## src/logic/write_strength_pkg.sv

```systemverilog
/*
  Shared formats for the write-strength unit: Q8.8 words in and out, Q16.16 inside.
  Formats are fixed. The root table holds exactly iter_count entries.
*/

package write_strength_pkg;

  //////////////////////////////////////////////////
  // Widths
  //////////////////////////////////////////////////

  localparam int data_width = 16;
  localparam int frac_bits = 8;
  localparam int acc_width = 32;
  localparam int iter_count = 8;

  //////////////////////////////////////////////////
  // Fixed-point constants
  //////////////////////////////////////////////////

  // Input clamp limits, -8.0 and just under 8.0
  localparam logic signed [data_width-1:0] clamp_lo = -16'sd2048;
  localparam logic signed [data_width-1:0] clamp_hi = 16'sd2047;

  // Scale factors in Q8.8
  localparam logic signed [data_width-1:0] log2e_q8 = 16'sd369;
  localparam logic signed [data_width-1:0] ln2_q8 = 16'sd177;
  localparam logic signed [data_width-1:0] one_q8 = 16'sd256;

  // 1.0 in Q16.16
  localparam logic [acc_width-1:0] one_q16 = 32'd65536;

  // Entry k is 2^(2^-(k+1)) in Q16.16, rounded
  localparam logic [acc_width-1:0] exp2_root_table [0:iter_count-1] = '{
    32'd92682,
    32'd77936,
    32'd71468,
    32'd68438,
    32'd66971,
    32'd66250,
    32'd65892,
    32'd65714
  };

  //////////////////////////////////////////////////
  // Types
  //////////////////////////////////////////////////

  // Scaled exponent t, seen whole or as integer and fraction
  typedef union packed {
    logic signed [data_width-1:0] raw;
    struct packed {
      logic signed [7:0] int_part;
      logic [7:0] frac_part;
    } split;
  } exponent_word_t;

  // Processing phases, in the order they run
  typedef enum logic [2:0] {
    idle,
    scale,
    exp_iter,
    exp_shift,
    log_norm,
    log_iter,
    finish
  } phase_t;

endpackage

```

## src/logic/dnc_write_strength.sv

```systemverilog
/*
  beta = oneplus(beta_in) = 1 + ln(1 + e^beta_in), Q8.8 in and out.
  One value at a time: pulse start while ready, result 20 cycles later.
*/

`timescale 1ns/1ps

module dnc_write_strength (
  // Global
  input  logic        clk,
  input  logic        reset,

  // Control
  input  logic        start,
  output logic        ready,

  // Data
  input  logic [15:0] beta_in,
  output logic [15:0] beta_out
);

  //////////////////////////////////////////////////
  // Signals
  //////////////////////////////////////////////////

  // Sequencer and counter
  write_strength_pkg::phase_t phase;
  logic count_enable;
  logic count_clear;
  logic count_last;
  logic [2:0] count_index;

  // Data path
  write_strength_pkg::exponent_word_t exponent;
  logic [write_strength_pkg::acc_width-1:0] z;
  logic [write_strength_pkg::data_width-1:0] log2_word;

  //////////////////////////////////////////////////
  // Control
  //////////////////////////////////////////////////

  oneplus_sequencer oneplus_sequencer_i (
    .clk          (clk),
    .reset        (reset),
    .start        (start),
    .count_last   (count_last),
    .phase        (phase),
    .count_enable (count_enable),
    .count_clear  (count_clear),
    .ready        (ready)
  );

  iteration_counter iteration_counter_i (
    .clk          (clk),
    .reset        (reset),
    .count_enable (count_enable),
    .count_clear  (count_clear),
    .count_index  (count_index),
    .count_last   (count_last)
  );

  //////////////////////////////////////////////////
  // Data path
  //////////////////////////////////////////////////

  // Clamp and scale in, ln 2 and +1.0 out
  fixed_scaler fixed_scaler_i (
    .clk       (clk),
    .reset     (reset),
    .phase     (phase),
    .beta_in   (beta_in),
    .log2_word (log2_word),
    .exponent  (exponent),
    .beta_out  (beta_out)
  );

  exp2_unit exp2_unit_i (
    .clk         (clk),
    .reset       (reset),
    .phase       (phase),
    .count_index (count_index),
    .exponent    (exponent),
    .z           (z)
  );

  log2_unit log2_unit_i (
    .clk       (clk),
    .reset     (reset),
    .phase     (phase),
    .z         (z),
    .log2_word (log2_word)
  );

endmodule

```

## src/logic/exp2_unit.sv

```systemverilog
/*
  Forms z = 1 + 2^t in Q16.16. Products truncate toward zero.
  Assumes int_part within -12 to 11, which the input clamp guarantees.
*/

`timescale 1ns/1ps

module exp2_unit (
  input  logic                                clk,
  input  logic                                reset,
  input  write_strength_pkg::phase_t          phase,
  input  logic [2:0]                          count_index,
  input  write_strength_pkg::exponent_word_t  exponent,
  output logic [write_strength_pkg::acc_width-1:0] z
);

  // Running product of 2^fraction
  logic [write_strength_pkg::acc_width-1:0] p;
  logic [2*write_strength_pkg::acc_width-1:0] root_product;
  logic [write_strength_pkg::acc_width-1:0] shifted;
  logic signed [7:0] int_part;
  logic [7:0] shift_amount;
  logic frac_bit;

  //////////////////////////////////////////////////
  // Datapath
  //////////////////////////////////////////////////

  assign int_part = exponent.split.int_part;

  // Fraction bits are taken MSB first
  assign frac_bit = exponent.split.frac_part[3'd7 - count_index];

  // Wide product, p stays below 2.0
  assign root_product = p * write_strength_pkg::exp2_root_table[count_index];

  // Signed shift by the integer part
  always_comb begin
    if (int_part >= 0) begin
      shift_amount = int_part;
      shifted = p << shift_amount;
    end else begin
      shift_amount = -int_part;
      shifted = p >> shift_amount;
    end
  end

  //////////////////////////////////////////////////
  // Registers
  //////////////////////////////////////////////////

  always_ff @(posedge clk) begin
    if (reset) begin
      p <= write_strength_pkg::one_q16;
      z <= write_strength_pkg::one_q16;
    end else begin
      case (phase)
        write_strength_pkg::scale: p <= write_strength_pkg::one_q16;
        write_strength_pkg::exp_iter: begin
          if (frac_bit) begin
            p <= root_product[47:16];
          end
        end
        // Adds the 1.0 of 1 + 2^t
        write_strength_pkg::exp_shift: z <= shifted + write_strength_pkg::one_q16;
        default: ;
      endcase
    end
  end

endmodule

```

## src/logic/fixed_scaler.sv

```systemverilog
/*
  One signed multiplier for t = clamp(beta_in) * log2(e) and for ln 2 * log2 + 1.0.
  Both results truncate by an arithmetic shift of 8. beta_out is 0 after reset.
*/

`timescale 1ns/1ps

module fixed_scaler (
  input  logic                                             clk,
  input  logic                                             reset,
  input  write_strength_pkg::phase_t                       phase,
  input  logic signed [write_strength_pkg::data_width-1:0] beta_in,
  input  logic [write_strength_pkg::data_width-1:0]        log2_word,
  output write_strength_pkg::exponent_word_t               exponent,
  output logic [write_strength_pkg::data_width-1:0]        beta_out
);

  logic signed [write_strength_pkg::data_width-1:0] clamped;
  logic signed [write_strength_pkg::data_width-1:0] mul_a;
  logic signed [write_strength_pkg::data_width-1:0] mul_b;
  logic signed [write_strength_pkg::acc_width-1:0] product;
  logic signed [write_strength_pkg::acc_width-1:0] scaled;

  // Input limited to [-8, 8)
  always_comb begin
    if (beta_in < write_strength_pkg::clamp_lo) begin
      clamped = write_strength_pkg::clamp_lo;
    end else if (beta_in > write_strength_pkg::clamp_hi) begin
      clamped = write_strength_pkg::clamp_hi;
    end else begin
      clamped = beta_in;
    end
  end

  // Operands switch over in finish where log2_word is never negative
  assign mul_a = (phase == write_strength_pkg::finish) ? signed'(log2_word) : clamped;
  assign mul_b = (phase == write_strength_pkg::finish) ? write_strength_pkg::ln2_q8
                                                       : write_strength_pkg::log2e_q8;

  assign product = mul_a * mul_b;
  assign scaled = product >>> write_strength_pkg::frac_bits;

  // Scaled exponent t captured in the scale phase
  always_ff @(posedge clk) begin
    if (phase == write_strength_pkg::scale) begin
      exponent.raw <= scaled[write_strength_pkg::data_width-1:0];
    end
  end

  always_ff @(posedge clk) begin
    if (reset) begin
      beta_out <= '0;
    end else if (phase == write_strength_pkg::finish) begin
      beta_out <= scaled[write_strength_pkg::data_width-1:0] + write_strength_pkg::one_q8;
    end
  end

endmodule

```

## src/logic/iteration_counter.sv

```systemverilog
/*
  Step index for the bit-serial loops, 0 to 7. Clear wins over enable.
*/

`timescale 1ns/1ps

module iteration_counter (
  input  logic       clk,
  input  logic       reset,
  input  logic       count_enable,
  input  logic       count_clear,
  output logic [2:0] count_index,
  output logic       count_last
);

  // Synchronous clear restarts the loop
  always_ff @(posedge clk) begin
    if (reset) begin
      count_index <= 3'd0;
    end else if (count_clear) begin
      count_index <= 3'd0;
    end else if (count_enable) begin
      count_index <= count_index + 3'd1;
    end
  end

  // High during the eighth step
  assign count_last = (count_index == 3'(write_strength_pkg::iter_count - 1));

endmodule

```

## src/logic/log2_unit.sv

```systemverilog
/*
  log2 of z in Q8.8, z assumed at least 1.0 in Q16.16.
  Alignment and squarings truncate, one fraction bit per log_iter cycle.
*/

`timescale 1ns/1ps

module log2_unit (
  input  logic                                     clk,
  input  logic                                     reset,
  input  write_strength_pkg::phase_t               phase,
  input  logic [write_strength_pkg::acc_width-1:0] z,
  output logic [write_strength_pkg::data_width-1:0] log2_word
);

  // Leading one position of z
  logic [4:0] lead;
  // Integer part of the result
  logic [4:0] e;
  logic [4:0] e_next;
  // Mantissa in [1.0, 2.0)
  logic [write_strength_pkg::acc_width-1:0] m;
  logic [2*write_strength_pkg::acc_width-1:0] square;
  logic [write_strength_pkg::acc_width-1:0] square_q16;
  logic [write_strength_pkg::frac_bits-1:0] fraction;
  logic square_high;

  //////////////////////////////////////////////////
  // Normalization
  //////////////////////////////////////////////////

  // Highest set bit wins
  always_comb begin
    lead = 5'd0;
    for (int i = 0; i < write_strength_pkg::acc_width; i++) begin
      if (z[i]) begin
        lead = 5'(i);
      end
    end
  end

  assign e_next = lead - 5'd16;

  //////////////////////////////////////////////////
  // Squaring step
  //////////////////////////////////////////////////

  assign square = m * m;
  assign square_q16 = square[47:16];
  // Square reached 2.0, so this fraction bit is set
  assign square_high = (square_q16 >= 32'd131072);

  always_ff @(posedge clk) begin
    if (reset) begin
      e <= 5'd0;
      m <= write_strength_pkg::one_q16;
      fraction <= '0;
    end else begin
      case (phase)
        write_strength_pkg::log_norm: begin
          e <= e_next;
          m <= z >> e_next;
          fraction <= '0;
        end
        write_strength_pkg::log_iter: begin
          // Bits enter at the LSB and end up MSB first
          fraction <= {fraction[write_strength_pkg::frac_bits-2:0], square_high};
          if (square_high) begin
            m <= square_q16 >> 1;
          end else begin
            m <= square_q16;
          end
        end
        default: ;
      endcase
    end
  end

  // e * 256 + fraction
  assign log2_word = {3'b000, e, fraction};

endmodule

```

## src/logic/oneplus_sequencer.sv

```systemverilog
/*
  Control FSM for one oneplus evaluation, 20 cycles from start to result.
  A start outside idle is ignored.
*/

`timescale 1ns/1ps

module oneplus_sequencer (
  input  logic                      clk,
  input  logic                      reset,
  input  logic                      start,
  input  logic                      count_last,
  output write_strength_pkg::phase_t phase,
  output logic                      count_enable,
  output logic                      count_clear,
  output logic                      ready
);

  write_strength_pkg::phase_t next_phase;

  //////////////////////////////////////////////////
  // Next phase
  //////////////////////////////////////////////////

  always_comb begin
    next_phase = phase;
    case (phase)
      write_strength_pkg::idle: begin
        if (start) begin
          next_phase = write_strength_pkg::scale;
        end
      end
      write_strength_pkg::scale: begin
        next_phase = write_strength_pkg::exp_iter;
      end
      // Eight fraction bits, leave on the last one
      write_strength_pkg::exp_iter: begin
        if (count_last) begin
          next_phase = write_strength_pkg::exp_shift;
        end
      end
      write_strength_pkg::exp_shift: begin
        next_phase = write_strength_pkg::log_norm;
      end
      write_strength_pkg::log_norm: begin
        next_phase = write_strength_pkg::log_iter;
      end
      // Eight squaring steps
      write_strength_pkg::log_iter: begin
        if (count_last) begin
          next_phase = write_strength_pkg::finish;
        end
      end
      write_strength_pkg::finish: begin
        next_phase = write_strength_pkg::idle;
      end
      default: begin
        next_phase = write_strength_pkg::idle;
      end
    endcase
  end

  //////////////////////////////////////////////////
  // Counter control
  //////////////////////////////////////////////////

  // Counter runs only in the two iteration phases
  assign count_enable = (phase == write_strength_pkg::exp_iter) ||
                        (phase == write_strength_pkg::log_iter);

  // Zero the index on accept and again between the exp and log loops
  assign count_clear = ((phase == write_strength_pkg::idle) && start) ||
                       ((phase == write_strength_pkg::exp_iter) && count_last);

  //////////////////////////////////////////////////
  // State and ready
  //////////////////////////////////////////////////

  always_ff @(posedge clk) begin
    if (reset) begin
      phase <= write_strength_pkg::idle;
      ready <= 1'b1;
    end else begin
      phase <= next_phase;
      // Ready tracks the phase one edge ahead, so it drops with start
      ready <= (next_phase == write_strength_pkg::idle);
    end
  end

endmodule

```

## config.mk

```make
export PLATFORM = sky130hd
export DESIGN_NAME = dnc_write_strength
export DESIGN_NICKNAME = d
export VERILOG_FILES = /design/src/logic/write_strength_pkg.sv /design/src/logic/dnc_write_strength.sv /design/src/logic/exp2_unit.sv /design/src/logic/fixed_scaler.sv /design/src/logic/iteration_counter.sv /design/src/logic/log2_unit.sv /design/src/logic/oneplus_sequencer.sv
export SDC_FILE = /design/constraint.sdc
export NUM_CORES = 2
export LEC_CHECK = 0
export ABC_AREA = 1
export BUFFER_PORTS_ARGS = -buffer_cell sky130_fd_sc_hd__buf_4
export CAP_MARGIN = 20
export CORE_MARGIN = 4
export CORE_UTILIZATION = 65
export CTS_BUF_LIST = sky130_fd_sc_hd__clkbuf_8
export DETAILED_ROUTE_END_ITERATION = 6
export PLACE_DENSITY = 0.81
export SYNTH_ARGS = -nofsm -noshare
export SYNTH_HDL_FRONTEND = slang
export SYNTH_SLANG_ARGS = --single-unit
```

## constraint.sdc

```tcl
create_clock -name clk -period 23.7 [get_ports clk]
set_input_delay 4.74 -clock clk [delete_from_list [all_inputs] [get_ports clk]]
set_output_delay 4.74 -clock clk [all_outputs]
set_load 0.02 [all_outputs]
```

==> impl_metrics.py <==
metrics = {
    "yosys": {
        "post_synth_num_cell_types": 66,
        "synth_edf_count": 16,
        "synth_xor_xnor_area_share_pct": 2.022,
        "syn_inst": 7159,
        "synth-simple-area-share_pct": 15.29,
        "ys_seq_area_share_pct": 5.603,
        "synthesis.area_per_instance_um2": 7.786,
        "yosys_most_used_dff": "dfxtp_1",
        "synth_top_family_by_area": "adder cells",
        "synth_fa_ha_area_share_pct": 53.20,
        "yosys-mux-area-fraction_pct": 0.4848,
        "postSynthRegisterBits": 148,
        "ys_async_sr_fraction_pct": 0,
        "postSynthNetCount": 8851,
        "ys.warnings.count": 0,
        "synth_compound_area_share_pct": 8.139,
        "post_synth_instance_area_um2": 55740,
    },
    "timing": {
        "post-route-min-period_ns": 10.66,
        "finalSetupViolations": 0,
        "timing.final.crit_share_pct": 44.99,
        "finalHoldWorstSlack_ns": 0.4730,
        "actual_slew_at_the_worst_max_slew_pin_ns": 1.092,
        "setup-tns-final_ns": 0,
        "maxSlewHeadroom_pct": 27.12,
        "grt_setup_unrepaired": "false",
        "max_clock_freq_ghz": 0.09379,
        "setup_slack_ns": 13.04,
        "final-hold-violation-count": 0,
        "worst_clock_skew_ns": 0.02095,
        "timing_max_transition_violations_final": 0,
    },
    "global_routing": {
        "grtUsageTotal_pct": 34.59,
        "antenna_violations_before_repair": 0,
        "grt_pass1_vias": 48300,
        "grt_overflow_total": 0,
        "grt_pass1_wl_um": 248800,
        "maximum_number_of_pins_on_one_net_before_global_route_repair": 68,
    },
    "power": {
        "sw_frac_of_total_pct": 57.24,
        "internal_power_uw": 820.9,
        "pwr-share-comb_pct": 71.2,
        "peakVddDrop_mv": 0.06350,
        "seq_power_share_pct": 17.3,
        "power-per-cell-area_nw_per_um2": 33.51,
        "cellLeakagePower_nw": 33.60,
        "net_switching_power_mw": 1.099,
        "clock_share_of_power_pct": 11.5,
    },
    "drt": {
        "dr_total_vias": 45950,
        "post_drt_wl_per_cell_um": 18.47,
        "drt_iter0_drc": 4149,
        "wirelength_um": 150400,
        "final_antenna_net_count": 0,
        "detailedRoute.firstPassIterationCount": 6,
        "drc_violations_left": 0,
        "vias_per_cell": 5.645,
    },
    "hold_path": {
        "min_path_cells": 2,
        "timing.hold.worst.class": "reg -> reg",
        "timing.hold.worst.start": "log2_unit_i.fraction[7]",
        "worst_hold_path.endpoint": "log2_unit_i.fraction[7]",
    },
    "worst_setup_path": {
        "setup.worst_path.start_class": "flip-flop",
        "worstReg2RegStart": "iteration_counter_i.count_index[0]",
        "crit_type": "reg -> reg",
        "critPathSlowestCell": "clkinv_1",
        "reg2reg_depth": 32,
        "worstPathArrival_ns": 11.08,
        "worst_path_required_ns": 24.12,
        "critical_path.reg2reg.endpoint": "exp2_unit_i.p[31]",
        "crit_path_frequent_cell": "fa_1",
        "slowest_delay_ns": 0.90,
        "r2r_setup_slack_ns": 13.04,
        "crit_fanout": 26,
        "cp-end-kind": "flip-flop",
    },
    "die": {
        "fp-row-count": 107,
        "core_region_area_um2": 85150,
        "die_area_um2": 90510,
        "chipHeight_um": 300.8,
        "die_boundary_width_um": 300.8,
        "top_level_ports": 36,
        "floorplan.initialDensity_pct": 65.47,
    },
    "cts": {
        "postCtsSetupRepairBufs": 0,
        "clock_insertion_delay_worst_skew_ns": 0.56,
        "cts_repair_resize_count": 0,
        "ctsHoldBuffers": 0,
        "ctsHtreeMaxLevel": 4,
        "cts.sinks": 148,
        "clockRootBuffer": "clkbuf_8",
        "numCtsBuffers": 17,
        "cts.clk_slew.worst_paths_ns": 0.10,
        "cts_tree": "built",
        "clock_path_buffers": 2,
    },
    "run": {
        "max_cap_viol_count": 0,
    },
    "placed_design": {
        "place.gp.congestion": 1.005,
        "io_buffer_count": 35,
        "pre_cts_worst_setup_slack_ns": 12.64,
        "place.detailed.hpwl_um": 121900,
    },
    "finish": {
        "final_cell_mix": "inv_1 (1927), nand2_1 (1470), fa_1 (1162)",
        "layout_commonest_cell": "inv_1",
        "finalNetCount": 8674,
        "fin_util_pct": 67.30,
        "area_growth_from_synthesis_to_layout_pct": 2.808,
        "fraction_of_final_layout_cells_sized_beyond_drive_strength_1_pct": 3.159,
    },
    "status": {
        "outcome": "completed",
    },
}
## cells by family after synthesis
kind of cell	after synthesis
multiplexers	27
other	1
XOR/XNOR	127
buffers and inverters	2255
AND/OR/NAND/NOR	2124
flip-flops	148
adder cells (fa/ha/maj)	1673
AO/OA/AOI/OAI	804
## Yosys cell counts, types with 26 or more instances
library cell / instances / share of area, %
clkbuf_1: 258 / 1.7
fa_1: 1162 / 42
xor2_1: 76 / 1.2
nand2_1: 1470 / 9.9
dfxtp_1: 132 / 4.7
xnor2_1: 49 / 0.77
a21oi_1: 276 / 2.5
nand3_1: 236 / 2.1
a31oi_1: 26 / 0.29
mux2i_1: 27 / 0.48
inv_1: 1927 / 13
nor2_1: 334 / 2.2
o21ai_1: 30 / 0.27
buf_1: 28 / 0.19
ha_1: 511 / 11
o21ai_0: 312 / 2.8
## power by group through the flow
stage	sequential [mW]	combinational (mW)	clock [mW]
after CTS	0.330	1.34	0.226
after global routing	0.333	1.52	0.234
after detailed placement	0.336	1.33	0
final	0.331	1.37	0.222
after floorplan	0.312	1.02	0
after global placement	0.335	1.31	0
## routing by layer
layer	GRT usage (%)	part of all wire [%]
met5	0	0
met4	12.73	4.3
met3	6.359	10
met2	56.14	47
met1	46.80	39
## registers in the layout, indices dropped and copies added, names as in the netlist
signal                           flops
fixed_scaler_i.beta_out             16
fixed_scaler_i.exponent             16
log2_unit_i.m                       32
exp2_unit_i.p                       32
oneplus_sequencer_i.ready            1
iteration_counter_i.count_index      3
log2_unit_i.fraction                 8
log2_unit_i.e                        5
oneplus_sequencer_i.phase            3
exp2_unit_i.z                       32
## critical path, delay by kind of cell (launching register included)
| family | cells | cell delay (ns) |
|---|---|---|
| buffers and inverters | 9 | 2.02 |
| DFF | 1 | 0.53 |
| adders and majority gates | 10 | 4.12 |
| AOI/OAI and AO/OA | 5 | 2.18 |
| and+or+nand+nor | 8 | 1.61 |
## area by class of cell
class	count	area (µm²)
clock inverter	15	182.7
antenna	1	2.502
sequential	148	3123
timing repair buffer	110	865.8
clock buffer	17	234.0
fill	7101	27840
tap	1144	1431
multi-input combinational	4756	44150
inverter	1949	7316
## per-stage QoR
stage	cells	power [mW]	cell area, µm²
global route	8139	2.085	57310
CTS	8138	1.892	57280
detailed placement	8106	1.663	56860
global placement	8105	1.644	56830
finish	8140	1.920	57310
floorplan	7159	1.328	55740
## worst max path at each step
stage | from | endpoint | slack, ns | cells past startpoint
floorplan | beta_in[13] | fixed_scaler_i.beta_out[15] | 13.83 | 29
global placement | beta_in[13] | fixed_scaler_i.beta_out[15] | 12.73 | 29
detailed placement | beta_in[13] | fixed_scaler_i.beta_out[15] | 12.64 | 29
CTS | beta_in[13] | fixed_scaler_i.beta_out[15] | 13.23 | 29
global route | iteration_counter_i.count_index[0] | exp2_unit_i.p[31] | 12.47 | 33
finish | iteration_counter_i.count_index[0] | exp2_unit_i.p[31] | 13.04 | 32
(Power assumes the default switching activity.)
